$ cat config.mk
export PLATFORM = sky130hd
export DESIGN_NAME = Uart
export DESIGN_NICKNAME = d
export VERILOG_FILES = /design/src/hdl/UartTypes.sv /design/src/hdl/UartFifoIf.sv /design/src/hdl/Uart.sv /design/src/hdl/UartRegs.sv /design/src/hdl/UartRx.sv /design/src/hdl/UartTx.sv /design/src/hdl/UartFifo.sv
export VERILOG_INCLUDE_DIRS = /design/src /design/src/hdl
export SDC_FILE = /design/constraint.sdc
export NUM_CORES = 1
export LEC_CHECK = 0
export BUFFER_PORTS_ARGS = -buffer_cell sky130_fd_sc_hd__buf_2
export CAP_MARGIN = 20
export CELL_PAD_IN_SITES_DETAIL_PLACEMENT = 1
export CELL_PAD_IN_SITES_GLOBAL_PLACEMENT = 2
export CORE_ASPECT_RATIO = 0.7
export CORE_MARGIN = 1
export CORE_UTILIZATION = 38
export CTS_CLUSTER_DIAMETER = 40
export DETAILED_ROUTE_END_ITERATION = 10
export GPL_TIMING_DRIVEN = 0
export HOLD_SLACK_MARGIN = 0.12
export PLACE_DENSITY_LB_ADDON = 0.15
export SLEW_MARGIN = 40
export SYNTH_ARGS = -nofsm -noshare
export SYNTH_HDL_FRONTEND = slang
export SYNTH_HIERARCHICAL = 1
export SYNTH_SLANG_ARGS = --single-unit
$ cat constraint.sdc
create_clock -name clk -period 2.8 [get_ports clk]
set_clock_uncertainty 0.1 [all_clocks]
set_input_delay 0.56 -clock clk [delete_from_list [all_inputs] [get_ports clk]]
set_output_delay 0.56 -clock clk [all_outputs]
set_load 0.02 [all_outputs]
$ cat src/hdl/uart_macros.svh
// Build-time UART clocking, FIFO depth and register address macros
`ifndef UartMacrosSvh
`define UartMacrosSvh

// System clock and serial line rate
`define UartClockFrequency 80
`define UartBaudRate 10

// Entries per FIFO
`define UartFifoDepth 4

// Register map on the 2-bit bus address
`define UartAddrData 2'd0
`define UartAddrStatus 2'd1

`endif
$ cat src/hdl/UartTypes.sv
// Package with the UART byte type, receive entry and status register layout
package UartTypes;

    // One data byte on the serial line
    typedef logic [7:0] int8_t;

    // Receive FIFO entry
    // Framing flag sits above the byte, so it lands in bit 8 of a data read
    typedef struct packed {
        logic framingError;
        int8_t data;
    } RxEntry;

    // Status register, txFull in bit 0 up to rxOverrun in bit 4
    typedef struct packed {
        logic rxOverrun;
        logic rxFramingError;
        logic rxValid;
        logic txIdle;
        logic txFull;
    } StatusBits;

endpackage

$ cat src/hdl/UartFifoIf.sv
// Push and pop interface between a UART FIFO and its producer and consumer
interface UartFifoIf #(
    parameter type T = UartTypes::int8_t
);
    // Write side
    logic push;
    T pushData;
    logic full;

    // Read side, popData shows the head entry while not empty
    logic pop;
    T popData;
    logic empty;

    modport producer (
        output push,
        output pushData,
        input full
    );

    modport consumer (
        output pop,
        input popData,
        input empty
    );

    modport fifo (
        input push,
        input pushData,
        output full,
        input pop,
        output popData,
        output empty
    );
endinterface

$ cat src/hdl/Uart.sv
// UART top level joining the register block, both FIFOs, transmitter and receiver
`include "uart_macros.svh"

module Uart (
    input logic clk,
    input logic rst,
    input logic busWrite,
    input logic busRead,
    input logic [1:0] busAddr,
    input UartTypes::int8_t busWriteData,
    output logic [31:0] busReadData,
    output logic uartTx,
    input logic uartRx
);
    logic txIdle;
    logic rxOverrunPulse;

    UartFifoIf #(.T(UartTypes::int8_t)) txFifo ();
    UartFifoIf #(.T(UartTypes::RxEntry)) rxFifo ();

    UartRegs u_Regs (
        .clk(clk),
        .rst(rst),
        .busWrite(busWrite),
        .busRead(busRead),
        .busAddr(busAddr),
        .busWriteData(busWriteData),
        .busReadData(busReadData),
        .txIdle(txIdle),
        .rxOverrunPulse(rxOverrunPulse),
        .tx(txFifo.producer),
        .rx(rxFifo.consumer)
    );

    UartFifo #(.T(UartTypes::int8_t), .Depth(`UartFifoDepth)) u_TxFifo (
        .clk(clk),
        .rst(rst),
        .port(txFifo.fifo)
    );

    UartFifo #(.T(UartTypes::RxEntry), .Depth(`UartFifoDepth)) u_RxFifo (
        .clk(clk),
        .rst(rst),
        .port(rxFifo.fifo)
    );

    UartTx u_Tx (
        .clk(clk),
        .rst(rst),
        .src(txFifo.consumer),
        .idle(txIdle),
        .uartTx(uartTx)
    );

    UartRx u_Rx (
        .clk(clk),
        .rst(rst),
        .uartRx(uartRx),
        .dst(rxFifo.producer),
        .overrun(rxOverrunPulse)
    );
endmodule

$ cat src/hdl/UartRegs.sv
// UART bus register block with data and status registers and sticky overrun flag
`include "uart_macros.svh"

module UartRegs (
    input logic clk,
    input logic rst,
    input logic busWrite,
    input logic busRead,
    input logic [1:0] busAddr,
    input UartTypes::int8_t busWriteData,
    output logic [31:0] busReadData,
    input logic txIdle,
    input logic rxOverrunPulse,
    UartFifoIf.producer tx,
    UartFifoIf.consumer rx
);
    UartTypes::StatusBits status;
    logic rxOverrun;
    logic writeData;
    logic readData;
    logic readStatus;

    assign writeData = busWrite && (busAddr == `UartAddrData);
    assign readData = busRead && (busAddr == `UartAddrData);
    assign readStatus = busRead && (busAddr == `UartAddrStatus);

    // Bytes written while full are dropped
    assign tx.push = writeData && !tx.full;
    assign tx.pushData = busWriteData;
    assign rx.pop = readData && !rx.empty;

    always_comb begin
        status.txFull = tx.full;
        status.txIdle = txIdle;
        status.rxValid = !rx.empty;
        // Only meaningful while an entry is at the head
        status.rxFramingError = !rx.empty && rx.popData.framingError;
        status.rxOverrun = rxOverrun;
    end

    always_ff @(posedge clk) begin
        if (rst) begin
            busReadData <= '0;
            rxOverrun <= 1'b0;
        end
        else begin
            if (readData) begin
                busReadData <= rx.empty ? '0 : 32'(rx.popData);
            end
            else if (readStatus) begin
                busReadData <= 32'(status);
            end
            else if (busRead) begin
                busReadData <= '0;
            end

            // A new overrun wins over the clear from a status read
            if (rxOverrunPulse) begin
                rxOverrun <= 1'b1;
            end
            else if (readStatus) begin
                rxOverrun <= 1'b0;
            end
        end
    end
endmodule

$ cat src/hdl/UartRx.sv
// UART receiver with input synchronizer, mid-bit sampling FSM and framing check
`include "uart_macros.svh"

module UartRx (
    input logic clk,
    input logic rst,
    input logic uartRx,
    UartFifoIf.producer dst,
    output logic overrun
);
    localparam int CycleLength = `UartClockFrequency / `UartBaudRate;
    localparam int HalfLength = CycleLength / 2;
    localparam int CountWidth = $clog2(CycleLength + 1);

    typedef enum logic [1:0] {
        StateIdle,
        StateStartBit,
        StateData,
        StateStopBit
    } State;

    State state;
    logic [1:0] sync;
    logic line;
    logic lineLast;
    logic [CountWidth-1:0] cycleCount;
    logic [2:0] bitCount;
    UartTypes::int8_t shiftReg;
    logic sampleNow;
    logic stopSample;

    assign line = sync[1];

    // Start bit is checked half a bit after the edge, then one sample per bit
    always_comb begin
        case (state)
            StateStartBit: sampleNow = (cycleCount == CountWidth'(HalfLength - 1));
            StateData, StateStopBit: sampleNow = (cycleCount == CountWidth'(CycleLength));
            default: sampleNow = 1'b0;
        endcase
    end

    assign stopSample = (state == StateStopBit) && sampleNow;

    // A low stop bit marks the entry, a full FIFO drops it
    assign dst.push = stopSample && !dst.full;
    assign dst.pushData = '{framingError: !line, data: shiftReg};
    assign overrun = stopSample && dst.full;

    always_ff @(posedge clk) begin
        if (rst) begin
            sync <= 2'b11;
            lineLast <= 1'b1;
            state <= StateIdle;
            cycleCount <= '0;
            bitCount <= '0;
        end
        else begin
            sync <= {sync[0], uartRx};
            lineLast <= line;

            if (state == StateIdle || sampleNow) begin
                cycleCount <= '0;
            end
            else begin
                cycleCount <= cycleCount + 1'b1;
            end

            case (state)
                StateIdle: begin
                    // Falling edge after the synchronizer
                    if (lineLast && !line) begin
                        state <= StateStartBit;
                    end
                end
                StateStartBit: begin
                    // Line back high means a glitch, not a start bit
                    if (sampleNow) begin
                        state <= line ? StateIdle : StateData;
                    end
                end
                StateData: begin
                    if (sampleNow) begin
                        bitCount <= bitCount + 1'b1;
                        if (bitCount == 3'd7) begin
                            state <= StateStopBit;
                        end
                    end
                end
                default: begin
                    if (sampleNow) begin
                        state <= StateIdle;
                    end
                end
            endcase
        end
    end

    // Bits arrive LSB first
    always_ff @(posedge clk) begin
        if (state == StateData && sampleNow) begin
            shiftReg <= {line, shiftReg[7:1]};
        end
    end
endmodule

$ cat src/hdl/UartTx.sv
// UART transmitter FSM that pops bytes from its FIFO and drives the serial line
`include "uart_macros.svh"

module UartTx (
    input logic clk,
    input logic rst,
    UartFifoIf.consumer src,
    output logic idle,
    output logic uartTx
);
    localparam int CycleLength = `UartClockFrequency / `UartBaudRate;
    localparam int StopLength = 2 * CycleLength;
    localparam int CountWidth = $clog2(StopLength + 1);

    typedef enum logic [2:0] {
        StateNone,
        StateStartBit,
        StateData,
        StateStopBit,
        StateClearBuffer
    } State;

    State state;
    logic [CountWidth-1:0] cycleCount;
    logic [3:0] bitCount;
    UartTypes::int8_t buffer;
    logic bitEnd;

    // Start and data bits last CycleLength+1 cycles
    assign bitEnd = (cycleCount == CountWidth'(CycleLength));

    // Take the next byte as soon as the line is free
    assign src.pop = (state == StateNone) && !src.empty;

    // Idle only when nothing is queued either
    assign idle = (state == StateNone) && src.empty;

    always_comb begin
        case (state)
            StateStartBit: uartTx = 1'b0;
            StateData: uartTx = buffer[0];
            default: uartTx = 1'b1;
        endcase
    end

    always_ff @(posedge clk) begin
        if (rst) begin
            state <= StateNone;
            cycleCount <= '0;
            bitCount <= '0;
        end
        else begin
            case (state)
                StateNone: begin
                    cycleCount <= '0;
                    bitCount <= '0;
                    if (src.pop) begin
                        state <= StateStartBit;
                    end
                end
                StateStartBit: begin
                    if (bitEnd) begin
                        cycleCount <= '0;
                        state <= StateData;
                    end
                    else begin
                        cycleCount <= cycleCount + 1'b1;
                    end
                end
                StateData: begin
                    if (bitEnd) begin
                        cycleCount <= '0;
                        if (bitCount == 4'd7) begin
                            bitCount <= '0;
                            state <= StateStopBit;
                        end
                        else begin
                            bitCount <= bitCount + 1'b1;
                        end
                    end
                    else begin
                        cycleCount <= cycleCount + 1'b1;
                    end
                end
                StateStopBit: begin
                    // Stop bit is twice as long as a data bit
                    if (cycleCount == CountWidth'(StopLength)) begin
                        cycleCount <= '0;
                        state <= StateClearBuffer;
                    end
                    else begin
                        cycleCount <= cycleCount + 1'b1;
                    end
                end
                default: begin
                    state <= StateNone;
                end
            endcase
        end
    end

    // LSB goes out first, so shift right after each data bit
    always_ff @(posedge clk) begin
        if (src.pop) begin
            buffer <= src.popData;
        end
        else if (state == StateData && bitEnd) begin
            buffer <= buffer >> 1;
        end
    end

    assert property (@(posedge clk) disable iff (rst) bitCount <= 4'd7)
        else $error("UartTx: bit count beyond the last data bit");
endmodule

$ cat src/hdl/UartFifo.sv
// Circular FIFO for any payload type, with occupancy count and protocol assertions
`include "uart_macros.svh"

module UartFifo #(
    parameter type T = UartTypes::int8_t,
    parameter int Depth = `UartFifoDepth
)(
    input logic clk,
    input logic rst,
    UartFifoIf.fifo port
);
    localparam int PtrWidth = (Depth > 1) ? $clog2(Depth) : 1;
    localparam int CountWidth = $clog2(Depth + 1);

    T mem [Depth];
    logic [PtrWidth-1:0] readPtr;
    logic [PtrWidth-1:0] writePtr;
    logic [CountWidth-1:0] count;
    logic doPush;
    logic doPop;

    assign port.full = (count == CountWidth'(Depth));
    assign port.empty = (count == '0);
    assign port.popData = mem[readPtr];

    // Only legal requests take effect
    assign doPush = port.push && !port.full;
    assign doPop = port.pop && !port.empty;

    always_ff @(posedge clk) begin
        if (rst) begin
            readPtr <= '0;
            writePtr <= '0;
            count <= '0;
        end
        else begin
            if (doPush) begin
                writePtr <= (writePtr == PtrWidth'(Depth - 1)) ? '0 : writePtr + 1'b1;
            end
            if (doPop) begin
                readPtr <= (readPtr == PtrWidth'(Depth - 1)) ? '0 : readPtr + 1'b1;
            end
            count <= count + CountWidth'(doPush) - CountWidth'(doPop);
        end
    end

    always_ff @(posedge clk) begin
        if (doPush) begin
            mem[writePtr] <= port.pushData;
        end
    end

    // Producers and consumers are expected to check the levels themselves
    assert property (@(posedge clk) disable iff (rst) !(port.push && port.full))
        else $error("UartFifo: push while full");
    assert property (@(posedge clk) disable iff (rst) !(port.pop && port.empty))
        else $error("UartFifo: pop while empty");
endmodule

==> flow_summary.json <==
{
  "multiInputGateArea_sq_um": 2200,
  "viasPerCell": 4.91,
  "cp_max_fo": 4,
  "antennaDiodeCount": 0,
  "rows": 38,
  "fill_cells": 1586,
  "die_width_um": 152,
  "cts.reportedPaths.clkPinSlew_ns": 0.06,
  "antenna_found_initial": 0,
  "max_slew_margin_pct": 53.9,
  "cts_tree": "built",
  "clkSinkCount": 136,
  "fin_cells": 724,
  "endpoint_kind": "flip-flop",
  "critPathArrivalTime_ns": 2.90,
  "worst_skew_pair.late_latency_ns": 0.42,
  "synth-seq-area-share_pct": 59.2,
  "port_buffers": 15,
  "numCtsBuffers": 17,
  "crit_path_start_kind": "flip-flop",
  "synth_ff_type": "edfxtp_1",
  "rr_endpoint": "u_RxFifo/count[2]$_SDFF_PP0_",
  "grt_max_degree": 31,
  "cts_max_path_buffers": 2,
  "worstHoldPathCells": 2,
  "grt.overflow.total": 0,
  "ir_worst_vdd_v": 0.000323,
  "ff_latch_area_sq_um": 3580,
  "synth_edf_count": 84,
  "p_leak_nw": 2.72,
  "fin_crit_sh_pct": 96.9,
  "max_freq_ghz": 0.369,
  "rsz0062_at_grt": "yes",
  "drc": 2,
  "status": "finished with violations",
  "reg2reg_depth": 12,
  "globalplace.congestion": 0.756,
  "cts_hold_buf": 0,
  "syn_area_sq_um": 6020,
  "track_usage_pct": 15.9,
  "antenna_left": 0,
  "r2r-start": "u_Rx/cycleCount[0]$_SDFF_PP0_",
  "min_from": "uartRx",
  "p_total_mw": 5.24,
  "place_inst": 681,
  "vias": 3554,
  "finalWorstSetupSlack_ns": 0.0865,
  "io_pins": 48,
  "yosysUniqueCellTypes": 71,
  "syn_area_per_cell_sq_um": 13.6,
  "async_flop_share_pct": 0,
  "ys_ff_latch": 136,
  "die_y_um": 107,
  "worstHoldPathType": "in2reg",
  "ys_warn_count": 6,
  "failed_checks": "design-rule violations",
  "dieArea_sq_um": 16400,
  "min_period_ns": 2.71,
  "routedWlPerCell_um": 16.6,
  "final.setup.tns_ns": 0,
  "regToRegSetupSlack_ns": 0.09,
  "drv_slew": 0,
  "worst_slew_pin_slew_ns": 0.689,
  "power_density_nw_per_um2": 726,
  "finalHoldViolCount": 0,
  "areaGrowthSynthToFinish_pct": 19.8,
  "coreArea_sq_um": 15500,
  "hpwl_um": 8170,
  "start_util_pct": 38.8,
  "post-place-ws_ns": -0.436,
  "final_layout_size_suffix_gt1_share_pct": 32.3,
  "ctsRootBufferMaster": "clkbuf_16",
  "drv_cap": 0,
  "htreeDepth": 4,
  "nNetsFinal": 548,
  "criticalPathCategory": "reg2reg",
  "grt_pass1_wl_um": 19400,
  "min_to": "u_Rx/sync[0]$_SDFF_PP1_",
  "syn_inst": 444,
  "first_iter_violations": 143,
  "cp.required_ns": 2.99,
  "setup_viol": 0,
  "dr.pass1.iters": 9,
  "wirelength_um": 12000,
  "grt_pass1_vias": 3654
}
per-layer routing:
layer	vias up	routed length [um]	global-route usage [%]
met3	13	374	4.87
li1	1716	-	-
met1	1786	6190	21.9
met4	0	144	5.63
met2	39	5290	23.9
met5	-	0	0
synth_stat cells (7+ instances only):
cell / number / area, sq um
nand2_1: 11 / 41.3
dfxtp_1: 52 / 1040
clkbuf_1: 8 / 30.0
nor2_1: 26 / 97.6
nor2b_1: 11 / 68.8
edfxtp_1: 84 / 2520
mux2_2: 7 / 78.8
a21oi_1: 15 / 75.1
nand3_1: 10 / 50.1
mux4_2: 17 / 383
and3_1: 8 / 50.1
inv_1: 23 / 86.3
buf_4: 34 / 255
ha_1: 20 / 250
power by group:
| part | total, mW | switching [mW] | internal, mW |
|---|---|---|---|
| clock | 2.21 | 0.948 | 1.26 |
| combinational | 0.710 | 0.384 | 0.325 |
| sequential | 2.32 | 0.0535 | 2.26 |
| total | 5.24 | 1.39 | 3.85 |
state kept, by name, indices dropped and copies added, names as in the netlist, named ones only:
name and flops:
u_Regs/busReadData 9, u_Regs/rxOverrun 1, u_Rx/bitCount 3, u_Rx/cycleCount 4, u_Rx/lineLast 1, u_Rx/shiftReg 8, u_Rx/state 2, u_Rx/sync 2
u_RxFifo/count 3, u_RxFifo/mem 36, u_RxFifo/readPtr 2, u_RxFifo/writePtr 2, u_Tx/bitCount 4, u_Tx/buffer 8, u_Tx/cycleCount 5, u_Tx/state 3
u_TxFifo/count 3, u_TxFifo/mem 32, u_TxFifo/readPtr 2, u_TxFifo/writePtr 2
how the worst max path moves through the flow:
stage                             startpoint                           end  slack, ns  cells after the start
2_1_floorplan                     busAddr[0]  u_TxFifo/count[2]$_SDFF_PP0_      0.008                     11
3_3_place_gp    u_TxFifo/count[1]$_SDFF_PP0_  u_TxFifo/count[2]$_SDFF_PP0_      -0.36                     13
3_5_place_dp    u_TxFifo/count[1]$_SDFF_PP0_  u_TxFifo/count[2]$_SDFF_PP0_      -0.44                     13
4_1_cts        u_Rx/cycleCount[1]$_SDFF_PP0_  u_RxFifo/count[2]$_SDFF_PP0_      0.004                     12
5_1_grt        u_Rx/cycleCount[0]$_SDFF_PP0_  u_RxFifo/count[2]$_SDFF_PP0_      -0.12                     12
6_report       u_Rx/cycleCount[0]$_SDFF_PP0_  u_RxFifo/count[2]$_SDFF_PP0_       0.09                     12
area by class of cell:
cell class / instances / share of cell area [%]
flip-flops and latches: 136 / 49.6
multi-input cells: 257 / 30.5
clock buffers: 17 / 5.90
plain buffers: 49 / 4.77
well taps: 200 / 3.47
repair buffers: 27 / 2.29
clock inverters: 15 / 2.20
inverters: 23 / 1.20
critical path: stages (launching register included):
cell,delay (ns)
dfxtp_4,0.36
nor4b_4,0.36
and3_4,0.27
nor2b_4,0.15
and2_4,0.15
inv_2,0.04
ha_4,0.25
inv_2,0.04
ha_4,0.15
fa_2,0.35
xnor2_2,0.14
xnor2_1,0.16
nor2_1,0.05
logic make-up after synthesis:
logic type                 after synthesis  share of synthesized area [%]
and+or+nand+nor                        117                           11.8
buffers and inverters                   73                           7.21
AOI/OAI and AO/OA                       58                           7.11
adders and majority gates               22                           4.82
xor gates and xnor gates                 9                           1.31
muxes                                   28                           8.44
other                                    1                         0.0623
DFF                                    136                           59.2
metrics by stage:
step                cell area (sq um)  util [%]  hold WS [ns]
floorplan                        6120         -         0.289
global placement                 6440      41.6         0.294
detailed placement               6440      41.6         0.310
CTS                              7120      46.0         0.207
global route                     7210      46.5         0.206
finish                           7210      46.5         0.221
placed cells by master, fill, tap and decap left out, types with 4 or more instances in the layout:
| cell | n |
|---|---|
| a211oi_1 | 6 |
| nand2_1 | 11 |
| nor2b_1 | 10 |
| mux4_2 | 17 |
| dfxtp_1 | 47 |
| nand2b_1 | 4 |
| clkbuf_1 | 7 |
| buf_4 | 46 |
| clkbuf_16 | 17 |
| nor3_1 | 4 |
| a22o_2 | 4 |
| conb_1 | 23 |
| buf_2 | 17 |
| inv_1 | 20 |
| and3_1 | 7 |
| xnor2_1 | 5 |
| edfxtp_1 | 84 |
| nand3_1 | 10 |
| a21oi_1 | 15 |
| ha_1 | 18 |
| inv_8 | 6 |
| mux2_2 | 7 |
| buf_6 | 4 |
| nor2_1 | 26 |
| o21ai_0 | 6 |
what timing repair did:
action / in CTS / in global routing
gates resized for setup: 16 / 9
setup endpoints to repair: 4 / 3
pin swaps: 7 / 9
setup buffers: 6 / 6
No activity file was read; power rests on OpenSTA's default activity.
